==> config.mk <==
export PLATFORM = sky130hd
export DESIGN_NAME = jtag_tap_top
export DESIGN_NICKNAME = d
export VERILOG_FILES = /design/src/hw/jtag_tap_pkg.sv /design/src/hw/data_regs.sv /design/src/hw/instr_reg.sv /design/src/hw/jtag_tap_top.sv /design/src/hw/tap_fsm.sv /design/src/hw/tdo_out.sv
export VERILOG_INCLUDE_DIRS = /design/src /design/src/hw
export SDC_FILE = /design/constraint.sdc
export NUM_CORES = 1
export LEC_CHECK = 0
export ABC_AREA = 1
export BUFFER_PORTS_ARGS = -buffer_cell sky130_fd_sc_hd__buf_2
export CAP_MARGIN = 30
export CORE_ASPECT_RATIO = 1.4
export CORE_MARGIN = 1.5
export CORE_UTILIZATION = 60
export CTS_CLUSTER_SIZE = 40
export DETAILED_ROUTE_END_ITERATION = 12
export PLACE_DENSITY_LB_ADDON = 0.2
export SYNTH_ARGS = -nofsm -noshare
export SYNTH_HDL_FRONTEND = slang
export SYNTH_HIERARCHICAL = 1
export SYNTH_SLANG_ARGS = --single-unit
==> constraint.sdc <==
create_clock -name jtag_tck_i -period 1.9 [get_ports jtag_tck_i]
set_clock_uncertainty 0.05 [all_clocks]
set_input_delay 0.095 -clock jtag_tck_i [delete_from_list [all_inputs] [get_ports jtag_tck_i]]
set_output_delay 0.095 -clock jtag_tck_i [all_outputs]
set_load 0.01 [all_outputs]
==> src/hw/jtag_tap_defines.svh <==
// widths, instruction codes and idcode/dtmcs constants, included by the package and the tap modules
`ifndef JTAG_TAP_DEFINES_SVH
`define JTAG_TAP_DEFINES_SVH

////////////////////
// register widths
////////////////////
`define JTAG_IR_WIDTH 5
`define JTAG_DR_WIDTH 32

// loaded into the instruction shift register in capture-ir
`define JTAG_IR_CAPTURE 5'b00001

////////////////////
// instruction codes
////////////////////
`define JTAG_INSTR_BYPASS0 5'h00
`define JTAG_INSTR_BYPASS1 5'h1f
`define JTAG_INSTR_IDCODE  5'h01
`define JTAG_INSTR_DTMCS   5'h10

// idcode fields, bit 0 of the word is always 1
`define JTAG_IDCODE_VERSION 4'h0
`define JTAG_IDCODE_PART    16'h0001
`define JTAG_IDCODE_MANUF   11'h012

// dtmcs write bits that produce the reset pulses
`define JTAG_DTMCS_DMIRESET_BIT  16
`define JTAG_DTMCS_HARDRESET_BIT 17

`endif

==> src/hw/jtag_tap_pkg.sv <==
// shared types of the jtag tap, imported by the modules that need a state or vector type
package jtag_tap_pkg;

    `include "jtag_tap_defines.svh"

    // tap controller states, ieee 1149.1 order
    typedef enum logic [3:0] {
        TAP_TEST_LOGIC_RESET = 4'h0,
        TAP_RUN_TEST_IDLE    = 4'h1,
        TAP_SELECT_DR_SCAN   = 4'h2,
        TAP_CAPTURE_DR       = 4'h3,
        TAP_SHIFT_DR         = 4'h4,
        TAP_EXIT1_DR         = 4'h5,
        TAP_PAUSE_DR         = 4'h6,
        TAP_EXIT2_DR         = 4'h7,
        TAP_UPDATE_DR        = 4'h8,
        TAP_SELECT_IR_SCAN   = 4'h9,
        TAP_CAPTURE_IR       = 4'ha,
        TAP_SHIFT_IR         = 4'hb,
        TAP_EXIT1_IR         = 4'hc,
        TAP_PAUSE_IR         = 4'hd,
        TAP_EXIT2_IR         = 4'he,
        TAP_UPDATE_IR        = 4'hf
    } tap_state_e;

    // instruction and data register words
    typedef logic [`JTAG_IR_WIDTH-1:0] ir_t;
    typedef logic [`JTAG_DR_WIDTH-1:0] dr_word_t;

    // dtmcs status fields from the debug module side
    typedef logic [3:0] dtmcs_version_t;
    typedef logic [5:0] dtmcs_abits_t;
    typedef logic [1:0] dtmcs_dmistat_t;
    typedef logic [2:0] dtmcs_idle_t;

endpackage

==> src/hw/data_regs.sv <==
// bypass, idcode and dtmcs data registers of the tap, with the dtmcs reset pulses
`timescale 1ns/1ps

`include "jtag_tap_defines.svh"

module data_regs (
    input  logic                        jtag_tck_i,
    input  logic                        jtag_trstn_i,
    input  logic                        jtag_tdi_i,
    input  logic                        capture_dr_i,
    input  logic                        shift_dr_i,
    input  logic                        update_dr_i,
    input  logic                        sel_bypass_i,
    input  logic                        sel_idcode_i,
    input  logic                        sel_dtmcs_i,
    input  jtag_tap_pkg::dtmcs_version_t dtmcs_version_i,
    input  jtag_tap_pkg::dtmcs_abits_t   dtmcs_abits_i,
    input  jtag_tap_pkg::dtmcs_dmistat_t dtmcs_dmistat_i,
    input  jtag_tap_pkg::dtmcs_idle_t    dtmcs_idle_i,
    output logic                        dr_tdo_o,
    output logic                        hold_tdo_o,
    output logic                        dtmcs_dmireset_o,
    output logic                        dtmcs_dmihardreset_o
);
    import jtag_tap_pkg::*;

    logic     bypass_q;
    dr_word_t idcode_q;
    dr_word_t dtmcs_q;
    dr_word_t idcode_word;
    dr_word_t dtmcs_word;

    // capture values
    assign idcode_word = {`JTAG_IDCODE_VERSION, `JTAG_IDCODE_PART, `JTAG_IDCODE_MANUF, 1'b1};
    assign dtmcs_word  = {17'h0, dtmcs_idle_i, dtmcs_dmistat_i, dtmcs_abits_i, dtmcs_version_i};

    ////////////////////
    // bypass
    ////////////////////
    always_ff @(posedge jtag_tck_i or negedge jtag_trstn_i) begin
        if (!jtag_trstn_i) begin
            bypass_q <= 1'b0;
        end else if (sel_bypass_i && shift_dr_i) begin
            bypass_q <= jtag_tdi_i;
        end else if (sel_bypass_i && capture_dr_i) begin
            bypass_q <= 1'b0;
        end
    end

    ////////////////////
    // idcode
    ////////////////////
    always_ff @(posedge jtag_tck_i or negedge jtag_trstn_i) begin
        if (!jtag_trstn_i) begin
            idcode_q <= '0;
        end else if (sel_idcode_i && shift_dr_i) begin
            idcode_q <= {jtag_tdi_i, idcode_q[`JTAG_DR_WIDTH-1:1]};
        end else if (sel_idcode_i && capture_dr_i) begin
            idcode_q <= idcode_word;
        end
    end

    ////////////////////
    // dtmcs
    ////////////////////
    always_ff @(posedge jtag_tck_i or negedge jtag_trstn_i) begin
        if (!jtag_trstn_i) begin
            dtmcs_q <= '0;
        end else if (sel_dtmcs_i && shift_dr_i) begin
            dtmcs_q <= {jtag_tdi_i, dtmcs_q[`JTAG_DR_WIDTH-1:1]};
        end else if (sel_dtmcs_i && capture_dr_i) begin
            dtmcs_q <= dtmcs_word;
        end
    end

    // one update-dr cycle per request, straight from the shifted bits
    assign dtmcs_dmireset_o     = sel_dtmcs_i && update_dr_i
                               && dtmcs_q[`JTAG_DTMCS_DMIRESET_BIT];
    assign dtmcs_dmihardreset_o = sel_dtmcs_i && update_dr_i
                               && dtmcs_q[`JTAG_DTMCS_HARDRESET_BIT];

    // serial out of the selected register
    always_comb begin
        if (sel_dtmcs_i) begin
            dr_tdo_o = dtmcs_q[0];
        end else if (sel_idcode_i) begin
            dr_tdo_o = idcode_q[0];
        end else if (sel_bypass_i) begin
            dr_tdo_o = bypass_q;
        end else begin
            dr_tdo_o = 1'b0;
        end
    end

    // no register behind the current instruction
    assign hold_tdo_o = !(sel_bypass_i || sel_idcode_i || sel_dtmcs_i);

endmodule

==> src/hw/instr_reg.sv <==
// instruction shift and update register of the tap, decoded into the data register selects
`timescale 1ns/1ps

`include "jtag_tap_defines.svh"

module instr_reg (
    input  logic jtag_tck_i,
    input  logic jtag_trstn_i,
    input  logic jtag_tdi_i,
    input  logic capture_ir_i,
    input  logic shift_ir_i,
    input  logic update_ir_i,
    output logic ir_tdo_o,
    output logic sel_bypass_o,
    output logic sel_idcode_o,
    output logic sel_dtmcs_o
);
    import jtag_tap_pkg::*;

    ir_t ir_shift_q;
    ir_t ir_instr_q;

    ////////////////////
    // shift stage
    ////////////////////
    // tdi enters at the msb, lsb goes out on tdo
    always_ff @(posedge jtag_tck_i or negedge jtag_trstn_i) begin
        if (!jtag_trstn_i) begin
            ir_shift_q <= '0;
        end else if (shift_ir_i) begin
            ir_shift_q <= {jtag_tdi_i, ir_shift_q[`JTAG_IR_WIDTH-1:1]};
        end else if (capture_ir_i) begin
            ir_shift_q <= `JTAG_IR_CAPTURE;
        end
    end

    assign ir_tdo_o = ir_shift_q[0];

    ////////////////////
    // update stage
    ////////////////////
    // zero after reset, so bypass is the active instruction
    always_ff @(posedge jtag_tck_i or negedge jtag_trstn_i) begin
        if (!jtag_trstn_i) begin
            ir_instr_q <= '0;
        end else if (update_ir_i) begin
            ir_instr_q <= ir_shift_q;
        end
    end

    // decoder, unknown codes select nothing
    assign sel_bypass_o = (ir_instr_q == `JTAG_INSTR_BYPASS0)
                       || (ir_instr_q == `JTAG_INSTR_BYPASS1);
    assign sel_idcode_o = (ir_instr_q == `JTAG_INSTR_IDCODE);
    assign sel_dtmcs_o  = (ir_instr_q == `JTAG_INSTR_DTMCS);

endmodule

==> src/hw/jtag_tap_top.sv <==
// top of the jtag tap for the risc-v debug transport, connects controller, registers and tdo
`timescale 1ns/1ps

module jtag_tap_top (
    input  logic                        jtag_tck_i,
    input  logic                        jtag_trstn_i,
    input  logic                        jtag_tms_i,
    input  logic                        jtag_tdi_i,
    input  jtag_tap_pkg::dtmcs_version_t dtmcs_version_i,
    input  jtag_tap_pkg::dtmcs_abits_t   dtmcs_abits_i,
    input  jtag_tap_pkg::dtmcs_dmistat_t dtmcs_dmistat_i,
    input  jtag_tap_pkg::dtmcs_idle_t    dtmcs_idle_i,
    output logic                        jtag_tdo_o,
    output logic                        jtag_tdo_enable_o,
    output logic                        dtmcs_dmireset_o,
    output logic                        dtmcs_dmihardreset_o
);

    // controller strobes
    logic capture_ir;
    logic shift_ir;
    logic update_ir;
    logic capture_dr;
    logic shift_dr;
    logic update_dr;
    logic ir_path;
    logic shift_any;

    // instruction decode and serial outputs
    logic sel_bypass;
    logic sel_idcode;
    logic sel_dtmcs;
    logic ir_tdo;
    logic dr_tdo;
    logic hold_tdo;

    ////////////////////
    // tap controller
    ////////////////////
    tap_fsm u_tap_fsm (
        .jtag_tck_i   (jtag_tck_i),
        .jtag_trstn_i (jtag_trstn_i),
        .jtag_tms_i   (jtag_tms_i),
        .capture_ir_o (capture_ir),
        .shift_ir_o   (shift_ir),
        .update_ir_o  (update_ir),
        .capture_dr_o (capture_dr),
        .shift_dr_o   (shift_dr),
        .update_dr_o  (update_dr),
        .ir_path_o    (ir_path),
        .shift_any_o  (shift_any)
    );

    // instruction path
    instr_reg u_instr_reg (
        .jtag_tck_i   (jtag_tck_i),
        .jtag_trstn_i (jtag_trstn_i),
        .jtag_tdi_i   (jtag_tdi_i),
        .capture_ir_i (capture_ir),
        .shift_ir_i   (shift_ir),
        .update_ir_i  (update_ir),
        .ir_tdo_o     (ir_tdo),
        .sel_bypass_o (sel_bypass),
        .sel_idcode_o (sel_idcode),
        .sel_dtmcs_o  (sel_dtmcs)
    );

    // data register path
    data_regs u_data_regs (
        .jtag_tck_i           (jtag_tck_i),
        .jtag_trstn_i         (jtag_trstn_i),
        .jtag_tdi_i           (jtag_tdi_i),
        .capture_dr_i         (capture_dr),
        .shift_dr_i           (shift_dr),
        .update_dr_i          (update_dr),
        .sel_bypass_i         (sel_bypass),
        .sel_idcode_i         (sel_idcode),
        .sel_dtmcs_i          (sel_dtmcs),
        .dtmcs_version_i      (dtmcs_version_i),
        .dtmcs_abits_i        (dtmcs_abits_i),
        .dtmcs_dmistat_i      (dtmcs_dmistat_i),
        .dtmcs_idle_i         (dtmcs_idle_i),
        .dr_tdo_o             (dr_tdo),
        .hold_tdo_o           (hold_tdo),
        .dtmcs_dmireset_o     (dtmcs_dmireset_o),
        .dtmcs_dmihardreset_o (dtmcs_dmihardreset_o)
    );

    ////////////////////
    // tdo stage
    ////////////////////
    tdo_out u_tdo_out (
        .jtag_tck_i        (jtag_tck_i),
        .jtag_trstn_i      (jtag_trstn_i),
        .ir_path_i         (ir_path),
        .shift_any_i       (shift_any),
        .ir_tdo_i          (ir_tdo),
        .dr_tdo_i          (dr_tdo),
        .hold_tdo_i        (hold_tdo),
        .jtag_tdo_o        (jtag_tdo_o),
        .jtag_tdo_enable_o (jtag_tdo_enable_o)
    );

endmodule

==> src/hw/tap_fsm.sv <==
// tap controller state machine, steps on tms and decodes the ir/dr control strobes
`timescale 1ns/1ps

module tap_fsm (
    input  logic jtag_tck_i,
    input  logic jtag_trstn_i,
    input  logic jtag_tms_i,
    output logic capture_ir_o,
    output logic shift_ir_o,
    output logic update_ir_o,
    output logic capture_dr_o,
    output logic shift_dr_o,
    output logic update_dr_o,
    output logic ir_path_o,
    output logic shift_any_o
);
    import jtag_tap_pkg::*;

    tap_state_e state_q;
    tap_state_e state_d;

    ////////////////////
    // state register
    ////////////////////
    always_ff @(posedge jtag_tck_i or negedge jtag_trstn_i) begin
        if (!jtag_trstn_i) begin
            state_q <= TAP_TEST_LOGIC_RESET;
        end else begin
            state_q <= state_d;
        end
    end

    // standard tms transition table
    always_comb begin
        case (state_q)
            TAP_TEST_LOGIC_RESET: state_d = jtag_tms_i ? TAP_TEST_LOGIC_RESET : TAP_RUN_TEST_IDLE;
            TAP_RUN_TEST_IDLE:    state_d = jtag_tms_i ? TAP_SELECT_DR_SCAN : TAP_RUN_TEST_IDLE;
            TAP_SELECT_DR_SCAN:   state_d = jtag_tms_i ? TAP_SELECT_IR_SCAN : TAP_CAPTURE_DR;
            TAP_CAPTURE_DR:       state_d = jtag_tms_i ? TAP_EXIT1_DR : TAP_SHIFT_DR;
            TAP_SHIFT_DR:         state_d = jtag_tms_i ? TAP_EXIT1_DR : TAP_SHIFT_DR;
            TAP_EXIT1_DR:         state_d = jtag_tms_i ? TAP_UPDATE_DR : TAP_PAUSE_DR;
            TAP_PAUSE_DR:         state_d = jtag_tms_i ? TAP_EXIT2_DR : TAP_PAUSE_DR;
            TAP_EXIT2_DR:         state_d = jtag_tms_i ? TAP_UPDATE_DR : TAP_SHIFT_DR;
            TAP_UPDATE_DR:        state_d = jtag_tms_i ? TAP_SELECT_DR_SCAN : TAP_RUN_TEST_IDLE;
            TAP_SELECT_IR_SCAN:   state_d = jtag_tms_i ? TAP_TEST_LOGIC_RESET : TAP_CAPTURE_IR;
            TAP_CAPTURE_IR:       state_d = jtag_tms_i ? TAP_EXIT1_IR : TAP_SHIFT_IR;
            TAP_SHIFT_IR:         state_d = jtag_tms_i ? TAP_EXIT1_IR : TAP_SHIFT_IR;
            TAP_EXIT1_IR:         state_d = jtag_tms_i ? TAP_UPDATE_IR : TAP_PAUSE_IR;
            TAP_PAUSE_IR:         state_d = jtag_tms_i ? TAP_EXIT2_IR : TAP_PAUSE_IR;
            TAP_EXIT2_IR:         state_d = jtag_tms_i ? TAP_UPDATE_IR : TAP_SHIFT_IR;
            TAP_UPDATE_IR:        state_d = jtag_tms_i ? TAP_SELECT_IR_SCAN : TAP_RUN_TEST_IDLE;
            default:              state_d = TAP_TEST_LOGIC_RESET;
        endcase
    end

    ////////////////////
    // control strobes
    ////////////////////
    assign capture_ir_o = (state_q == TAP_CAPTURE_IR);
    assign shift_ir_o   = (state_q == TAP_SHIFT_IR);
    assign update_ir_o  = (state_q == TAP_UPDATE_IR);
    assign capture_dr_o = (state_q == TAP_CAPTURE_DR);
    assign shift_dr_o   = (state_q == TAP_SHIFT_DR);
    assign update_dr_o  = (state_q == TAP_UPDATE_DR);

    // capture-ir up to update-ir, tdo follows the instruction register
    assign ir_path_o = (state_q == TAP_CAPTURE_IR) || (state_q == TAP_SHIFT_IR)
                    || (state_q == TAP_EXIT1_IR)   || (state_q == TAP_PAUSE_IR)
                    || (state_q == TAP_EXIT2_IR)   || (state_q == TAP_UPDATE_IR);

    assign shift_any_o = (state_q == TAP_SHIFT_IR) || (state_q == TAP_SHIFT_DR);

endmodule

==> src/hw/tdo_out.sv <==
// tdo output stage of the tap, updated on the falling edge of tck
`timescale 1ns/1ps

module tdo_out (
    input  logic jtag_tck_i,
    input  logic jtag_trstn_i,
    input  logic ir_path_i,
    input  logic shift_any_i,
    input  logic ir_tdo_i,
    input  logic dr_tdo_i,
    input  logic hold_tdo_i,
    output logic jtag_tdo_o,
    output logic jtag_tdo_enable_o
);

    logic tdo_d;

    // ir path first, then the selected data register
    always_comb begin
        if (ir_path_i) begin
            tdo_d = ir_tdo_i;
        end else if (hold_tdo_i) begin
            tdo_d = jtag_tdo_o;
        end else begin
            tdo_d = dr_tdo_i;
        end
    end

    ////////////////////
    // falling edge register
    ////////////////////
    // half a cycle of setup for the host sampling on the next rising edge
    always_ff @(negedge jtag_tck_i or negedge jtag_trstn_i) begin
        if (!jtag_trstn_i) begin
            jtag_tdo_o <= 1'b0;
        end else begin
            jtag_tdo_o <= tdo_d;
        end
    end

    // driven only while shifting
    assign jtag_tdo_enable_o = shift_any_i;

endmodule

# Yosys cells after proc, flatten, opt, wreduce, memory -nomap -nowiden
# Cells that the tools add are included.
# W data, S select, Z words.
# op_classes
n_eq_ne	18
reduce_logical	28
mux	27
# op_table
op	n
$mux W32	4
$pmux W4 S13	1
$eq A4 B4 Y1 const B	8
$mux W4	5
$eq A4 B3 Y1 const B	4
$eq A5 B5 Y1 const B	2
$mux W1	10
$mux W5	2
$reduce_bool A2 Y1	5
$logic_and A1 B1 Y1	9
$logic_or A1 B1 Y1	9
$eq A4 B2 Y1 const B	2
$mux W2	3
$mux W3	2
$reduce_or A2 Y1	3
$eq A5 B1 Y1 const B	1
$logic_not A5 Y1	1
$eq A4 B1 Y1 const B	1
$logic_not A4 Y1	1
# word_totals
wordCells	80
reg_bits	80

# Depth between registers and ports, before layout
# Gate-level depths: netlist of run 1.
# depth
ltp_word	7
depth_mapped	12
mapped_depth_nobuf	12

# Modules after synthesis
# Netlist of run 1, hierarchy kept.
# by_module_without_submodules
mod	n_inst	cells_per_inst	area_per_inst_um2
data_regs	1	356	2890.3
instr_reg	1	55	441.7
tap_fsm	1	76	417.9
tdo_out	1	11	67.6

==> impl_results.md, run 1 <==
* Cell taking the most area after synthesis: dfrtp_1
* Syn Area/Cell at 7.67 sq um
* Global-route wire length before repair at 13900 microns
* Worst r2r path cells at 10
* Setup TNS at -556 ps
* Most frequent cell after synthesis: nand2_1
* Die W at 70.4 microns
* Die ar. at 6860 sq um
* Initial antenna violation count at 0
* Core Region at 6170 sq um
* Hold crit path type: input pin to register
* Pwr dens at between 1000 and 1500 nW/um^2
* Hold WS at 0.949 ps
* Ys Warns at 6
* Io pins at 23
* Drt via density at 5.22
* Post-synth EDFFs at 0
* Row cnt at 34
* CTS Sinks at 80
* VDD IR max at 0.632 mV
* Post-place instance area at 4060 sq um
* Vias in the first global route at 3213
* Reg2reg end: u_tdo_out/jtag_tdo_o$_DFFE_NN0P_
* Final-report setup violation count at 2
* Reg-to-reg startpoint: u_instr_reg/ir_instr_q[1]$_DFFE_PN0P_
* TritonRoute pass-1 iters at 5
* RePlAce Congestion at approximately 0.92
* Synth Register Bits at 80
* Total power at around 5.3 mW
* Main flop type after synthesis: dfrtp_1
* Run status: finished, violations left
* RSZ-0062 raised after global routing: true
* Distinct cells, synth at 19
* Drt wl/cell at 12.4 microns
* Crit start category: register
* Final WS setup at -439 ps
* Layout cells sized above 1 at 16.5%
* Hold Violations, Final at 0
* CP arrival at 1520 ps
* Initial DRC count at 203
* Top cells by area, synth: dfrtp_1 (52%), nand2_1 (18%), nand3_1 (11%)
* Tightest Pin Transition at 555 ps
* Input/output buffers at 22
* Clk root buf: clkbuf_8
* Commonest cells post-synth: nand2_1 (184), nand3_1 (82), dfrtp_1 (79)
* Total GRT Usage at 25.2%
* Max Cap Viol at 0
* Worst hold stages at 5
* CP Capture Type: register
* Post-DP HPWL at 4940 microns
* Largest net degree at the start of global routing at 80
* Dpl ws at -391 ps
* Lkg Pwr at 2.54 nW
* Post-synthesis async set-or-reset flop share at 100%
* Die Y at slightly below 100 microns
* Area delta synth->final at 16.4%
* Flop-to-flop setup slack at -440 ps
* Cell Area, Synth at 3820 sq um
* Failing checks: negative setup slack
* Setup CP Type: register to register
* Nets at between 500 and 600
* GRT overflow at 0
* Hold path endpoint: u_data_regs/dtmcs_q[14]$_DFFE_PN0P_
* Slew Limit Headroom at 62.8%
* Cells after Synth at 498
* Routed Antenna Nets at 0
* Max Slew Vio Count at 0
* Starting density of the core at 61.9%
* Clk Latency, worst-skew pair at roughly 350 ps
* Post-route cell area at 4440 sq um
* H-tree levels at 3
* Sequential element share of the synthesized area at 52.4%
* Vias at 3218
* Synthesized netlist net count at 517
* CTS tree: done
* Post-route DRC at 0
* Post-Route WL at 7670 microns
* Critical Path RT at 1090 ps
* Inserted Diodes at 0
* Critical path fanouts, max at 3
* Clock transition at path regs at roughly 80 ps
* CTS buffer count at 9
* Yosys top cell area share at around half
* Clk buf depth at 2
* Min-Delay Startpoint: dtmcs_idle_i[2]
[layout by cell type, fill, tap and decap left out]
master | Yosys | final
bufinv_16 | 0 | 3
inv_2 | 8 | 10
nor3_2 | 0 | 2
buf_6 | 3 | 1
nor2_1 | 29 | 24
nand2_2 | 6 | 5
inv_4 | 0 | 1
clkinv_4 | 0 | 1
a21oi_1 | 3 | 3
nand2_8 | 0 | 1
nand2_4 | 1 | 1
nor3_1 | 3 | 1
clkbuf_1 | 0 | 1
buf_12 | 0 | 1
inv_1 | 55 | 52
nand2_1 | 184 | 184
clkbuf_8 | 0 | 9
buf_4 | 5 | 19
dfrtp_1 | 79 | 79
nor2_2 | 3 | 7
inv_6 | 0 | 1
nor2_4 | 2 | 3
buf_2 | 13 | 21
o21ai_0 | 17 | 17
dfrtn_1 | 1 | 1
clkinvlp_4 | 0 | 1
a21oi_2 | 2 | 2
nand3_1 | 82 | 81
nand3_2 | 0 | 1
o21ai_1 | 2 | 2
dlygate4sd3_1 | 0 | 10
[through the flow]
| stage | std cells | util, % |
|---|---|---|
| after floorplan | 498 | - |
| after global placement | 591 | 65.9 |
| after detailed placement | 591 | 65.9 |
| after CTS | 617 | 71.6 |
| after global routing | 617 | 72.0 |
| final | 617 | 72.0 |
[report_power, final]
part | internal [mW] | total (mW) | switching (mW)
logic | 0.574 | 1.50 | 0.923
clock network | 0.880 | 1.49 | 0.609
registers | 2.07 | 2.30 | 0.221
total | 3.53 | 5.28 | 1.75
[state kept, by name (all words and copies together) (netlist names)]
signal,cells
u_instr_reg/ir_instr_q,5
u_data_regs/bypass_q,1
u_tdo_out/jtag_tdo_o,1
u_data_regs/dtmcs_q,32
u_data_regs/idcode_q,32
u_instr_reg/ir_shift_q,5
u_tap_fsm/state_q,4
[metal layers]
layer	vias to the layer above	share of wire [%]	track usage, %	wire, microns
met5	-	0	0	0
met4	0	1.9	13.3	148
met3	11	2.7	3.22	208
met2	55	51	42.0	3920
met1	1534	44	31.7	3390
li1	1618	-	-	-
[layout make-up]
class	count	area [sq um]
Clock inverter	6	115
Multi-Input combinational cell	334	1490
Fill cell	486	1730
Sequential cell	80	2000
Tap cell	72	90.1
Timing Repair Buffer	52	379
Clock buffer	10	128
Inverter	63	239
[critical path: stages (launching register included)]
cell and delay, ps:
dfrtp_1 420, nor2_2 150, nand2_1 100, nor2_4 160, inv_2 50, nand3_2 50, nand2_1 40, inv_1 40
nand2_1 50, nand3_1 60, nand2_1 50
[kinds of logic (layout without fill, tap and decap cells)]
family          Yosys count  after routing  synth area share [%]
compound gates           24             24                  3.34
buf+inv                  84            131                  9.77
flops                    80             80                  52.4
simple gates            310            310                  34.4
[worst max path at each step]
stage / depth (start not counted) / startpoint / slack (ps) / endpoint
finish: 10 / u_instr_reg/ir_instr_q[1]$_DFFE_PN0P_ / -440 / u_tdo_out/jtag_tdo_o$_DFFE_NN0P_
detailed placement: 10 / u_instr_reg/ir_instr_q[1]$_DFFE_PN0P_ / -390 / u_tdo_out/jtag_tdo_o$_DFFE_NN0P_
CTS: 10 / u_instr_reg/ir_instr_q[2]$_DFFE_PN0P_ / -410 / u_tdo_out/jtag_tdo_o$_DFFE_NN0P_
global placement: 8 / u_instr_reg/ir_instr_q[3]$_DFFE_PN0P_ / -330 / u_tdo_out/jtag_tdo_o$_DFFE_NN0P_
floorplan: 10 / u_instr_reg/ir_instr_q[2]$_DFFE_PN0P_ / -360 / u_tdo_out/jtag_tdo_o$_DFFE_NN0P_
global route: 9 / u_instr_reg/ir_instr_q[2]$_DFFE_PN0P_ / -570 / u_tdo_out/jtag_tdo_o$_DFFE_NN0P_
[timing repair]
| action | CTS | global route |
|---|---|---|
| hold endpoints to repair | 88 | 0 |
| buffers inserted | 0 | 0 |
| hold buffers | 10 | 0 |
| pin swaps | 0 | 0 |
| resized for setup | 3 | 8 |
| setup endpoints to repair | 2 | 54 |
No activity file was read; power rests on OpenSTA's default activity.
==> run 2: changes to the inputs <==
--- a/config.mk
+++ b/config.mk
@@ -14,6 +14,7 @@
 export CORE_UTILIZATION = 60
 export CTS_CLUSTER_SIZE = 40
 export DETAILED_ROUTE_END_ITERATION = 12
+export MAX_ROUTING_LAYER = met4
 export PLACE_DENSITY_LB_ADDON = 0.2
 export SYNTH_ARGS = -nofsm -noshare
 export SYNTH_HDL_FRONTEND = slang
==> impl_results.md, run 2 (synthesis gave the netlist of run 1 again) <==
* Run status: finished, violations left
* Failing checks: negative setup slack
* Sw Ratio at 36.2% (+3.0 points)
* Initial antenna violation count at 0 (unchanged)
* Slew Limit Headroom at 64.9% (+2.1 points)
* Net Switching at 1.84 mW (+5.1%)
* Total GRT Usage at 25.7% (+0.46 points)
* Starting density of the core at 61.9% (unchanged)
* Die Y at 97.4 microns (unchanged)
* Post-route DRC at 0 (unchanged)
* Clk buf depth at 2 (unchanged)
* Min-Delay Startpoint: dtmcs_idle_i[2]
* RSZ-0062 raised after global routing: true
* Inserted Diodes at 0 (unchanged)
* GRT overflow at 0 (unchanged)
* Commonest non-fill, non-tap cells in the layout: nand2_1 (179), dfrtp_1 (79), nand3_1 (78), inv_1 (51), nor2_1 (24)
* Input/output buffers at 22 (unchanged)
* RePlAce Congestion at 0.910 (-1.5%)
* Clk root buf: clkbuf_8
* Drt wl/cell at 12.4 microns (+0.13%)
* TritonRoute pass-1 iters at 6 (+1)
* Tightest Pin Transition at 524 ps (-31.2 ps)
* Vias in the first global route at 3104 (-3.4%)
* Logic pwr share at 32.1% (+3.8 points)
* Top flop regs: u_data_regs/dtmcs_q (32), u_data_regs/idcode_q (32)
* Hold Violations, Final at 0 (unchanged)
* Global-route wire length before repair at 13800 microns (-0.70%)
* Routed Antenna Nets at 0 (unchanged)
* Initial DRC count at 230 (+13%)
* Pwr dens at 1150 nW/um^2 (-3.7%)
* CTS tree: done
* Worst hold stages at 5 (unchanged)
* Critical Path RT at 1090 ps (about the same)
* CP Capture Type: register
* Row cnt at 34 (unchanged)
* Vias at 3248 (+0.93%)
* Nets at 563 (+0.72%)
* CTS buffer count at 9 (unchanged)
* Sequential share of power at 45.0% (+1.5 points)
* Setup CP Type: register to register
* Clk Latency, worst-skew pair at 340 ps (about the same)
* Max Cap Viol at 0 (unchanged)
* Worst r2r path cells at 10 (unchanged)
* Hold crit path type: input pin to register
* VDD IR max at 0.849 mV (+34%)
* Max Slew Vio Count at 0 (unchanged)
* Critical path fanouts, max at 4 (+1)
* Dpl ws at -449 ps (-57.5 ps)
* Die ar. at 6860 sq um (unchanged)
* Clock power share at 22.9% (-5.3 points)
* Layout cells sized above 1 at 18.6% (+2.1 points)
* Register area at 2000 sq um (unchanged)
* Post-Route WL at 7730 microns (+0.78%)
* Layout Utilization at 72.1% (+0.12 points)
* Fillers at 472 (-2.9%)
* Footprint of the multi-input gates at 1520 sq um (+1.9%)
* H-tree levels at 3 (unchanged)
* CP arrival at 1520 ps (about the same)
* Post-DP HPWL at 4940 microns (about the same)
* Reg-to-reg startpoint: u_instr_reg/ir_instr_q[0]$_DFFE_PN0P_
* Crit start category: register
* Die W at 70.4 microns (unchanged)
* Flop-to-flop setup slack at -440 ps (about the same)
* Most common cell after layout, fill and taps aside: nand2_1
* Final-report setup violation count at 2 (unchanged)
* Internal power at 3.25 mW (-7.8%)
* Clock transition at path regs at 80 ps (about the same)
* CTS Sinks at 80 (unchanged)
* Largest net degree at the start of global routing at 80 (unchanged)
* Drt via density at 5.23 (+0.28%)
* Crit path launch: u_instr_reg/ir_instr_q[0]$_DFFE_PN0P_
* Area delta synth->final at 16.6%
* Lkg Pwr at 2.53 nW (-0.56%)
* Final WS setup at -438 ps (+1.35 ps)
* Setup TNS at -577 ps (-21.7 ps)
* Core Region at 6170 sq um (unchanged)
* Io pins at 23 (unchanged)
==> run 2: cell types whose count changed in the layout (fill, tap and decap cells not counted), sizes merged <==
cell,delta
inv,+1
clkinvlp,+2
dlygate4sd3,+3
bufinv,-3
buf,+1
==> run 2: timing repair <==
item | 4_1_cts | 5_1_grt
endpoints found under the hold margin | 92 | 0
cloned | 0 | 0
gates resized for setup | 7 | 12
setup endpoints to repair | 4 | 52
hold buffers | 13 | 0
buffers inserted | 0 | 2
pin swaps | 3 | 9
==> run 2: metrics by stage <==
stage	area, sq um	hold WS (ps)	total power [mW]	instances
finish	4450	15.2	5.10	621
global route	4450	22.2	5.49	621
CTS	4400	0.614	5.03	619
detailed placement	4060	135	3.78	590
global placement	4060	134	3.72	590
floorplan	3830	-251	3.33	498
==> run 2: final cells by class <==
cell class                      instances  share of cell area [%]
Sequential cell                        80                    45.0
Multi-Input combinational cell        334                    34.1
Timing Repair Buffer                   56                    9.28
Inverter                               63                    5.34
Clock buffer                           10                    3.09
Tap cell                               72                    2.02
Clock inverter                          6                    1.15
==> run 2: worst paths after layout <==
kind | end
worst min register to register | u_data_regs/idcode_q[22]$_DFFE_PN0P_
worst max register to register | u_tdo_out/jtag_tdo_o$_DFFE_NN0P_
max in group asynchronous | u_tdo_out/jtag_tdo_o$_DFFE_NN0P_
worst min-delay path | u_data_regs/dtmcs_q[14]$_DFFE_PN0P_
min in group asynchronous | u_data_regs/dtmcs_q[10]$_DFFE_PN0P_
worst max-delay path | u_tdo_out/jtag_tdo_o$_DFFE_NN0P_
==> run 2: critical path: stages, from the launching register on <==
cell and delay, ps:
dfrtp_1 430, nor2_2 140, nand2_2 80, nor2_4 130, inv_2 60, nand3_2 70, nand2_2 50, inv_2 50
nand2_2 50, nand3_2 60, nand2_2 50
==> run 2: power groups by stage <==
| stage | registers, mW | clock network, mW | logic [mW] |
|---|---|---|---|
| after floorplan | 2.29 | 0 | 1.03 |
| after global placement | 2.30 | 0 | 1.42 |
| after detailed placement | 2.31 | 0 | 1.47 |
| after CTS | 2.29 | 1.21 | 1.53 |
| after global routing | 2.34 | 1.28 | 1.87 |
| final | 2.29 | 1.17 | 1.64 |
==> run 2: per-layer routing <==
layer / up-vias / global-route usage, % / routed length, microns
li1: 1629 / - / -
met1: 1545 / 32.6 / 3410
met2: 62 / 40.4 / 3900
met3: 12 / 5.81 / 295
met4: 0 / 9.32 / 118
met5: - / - / 0
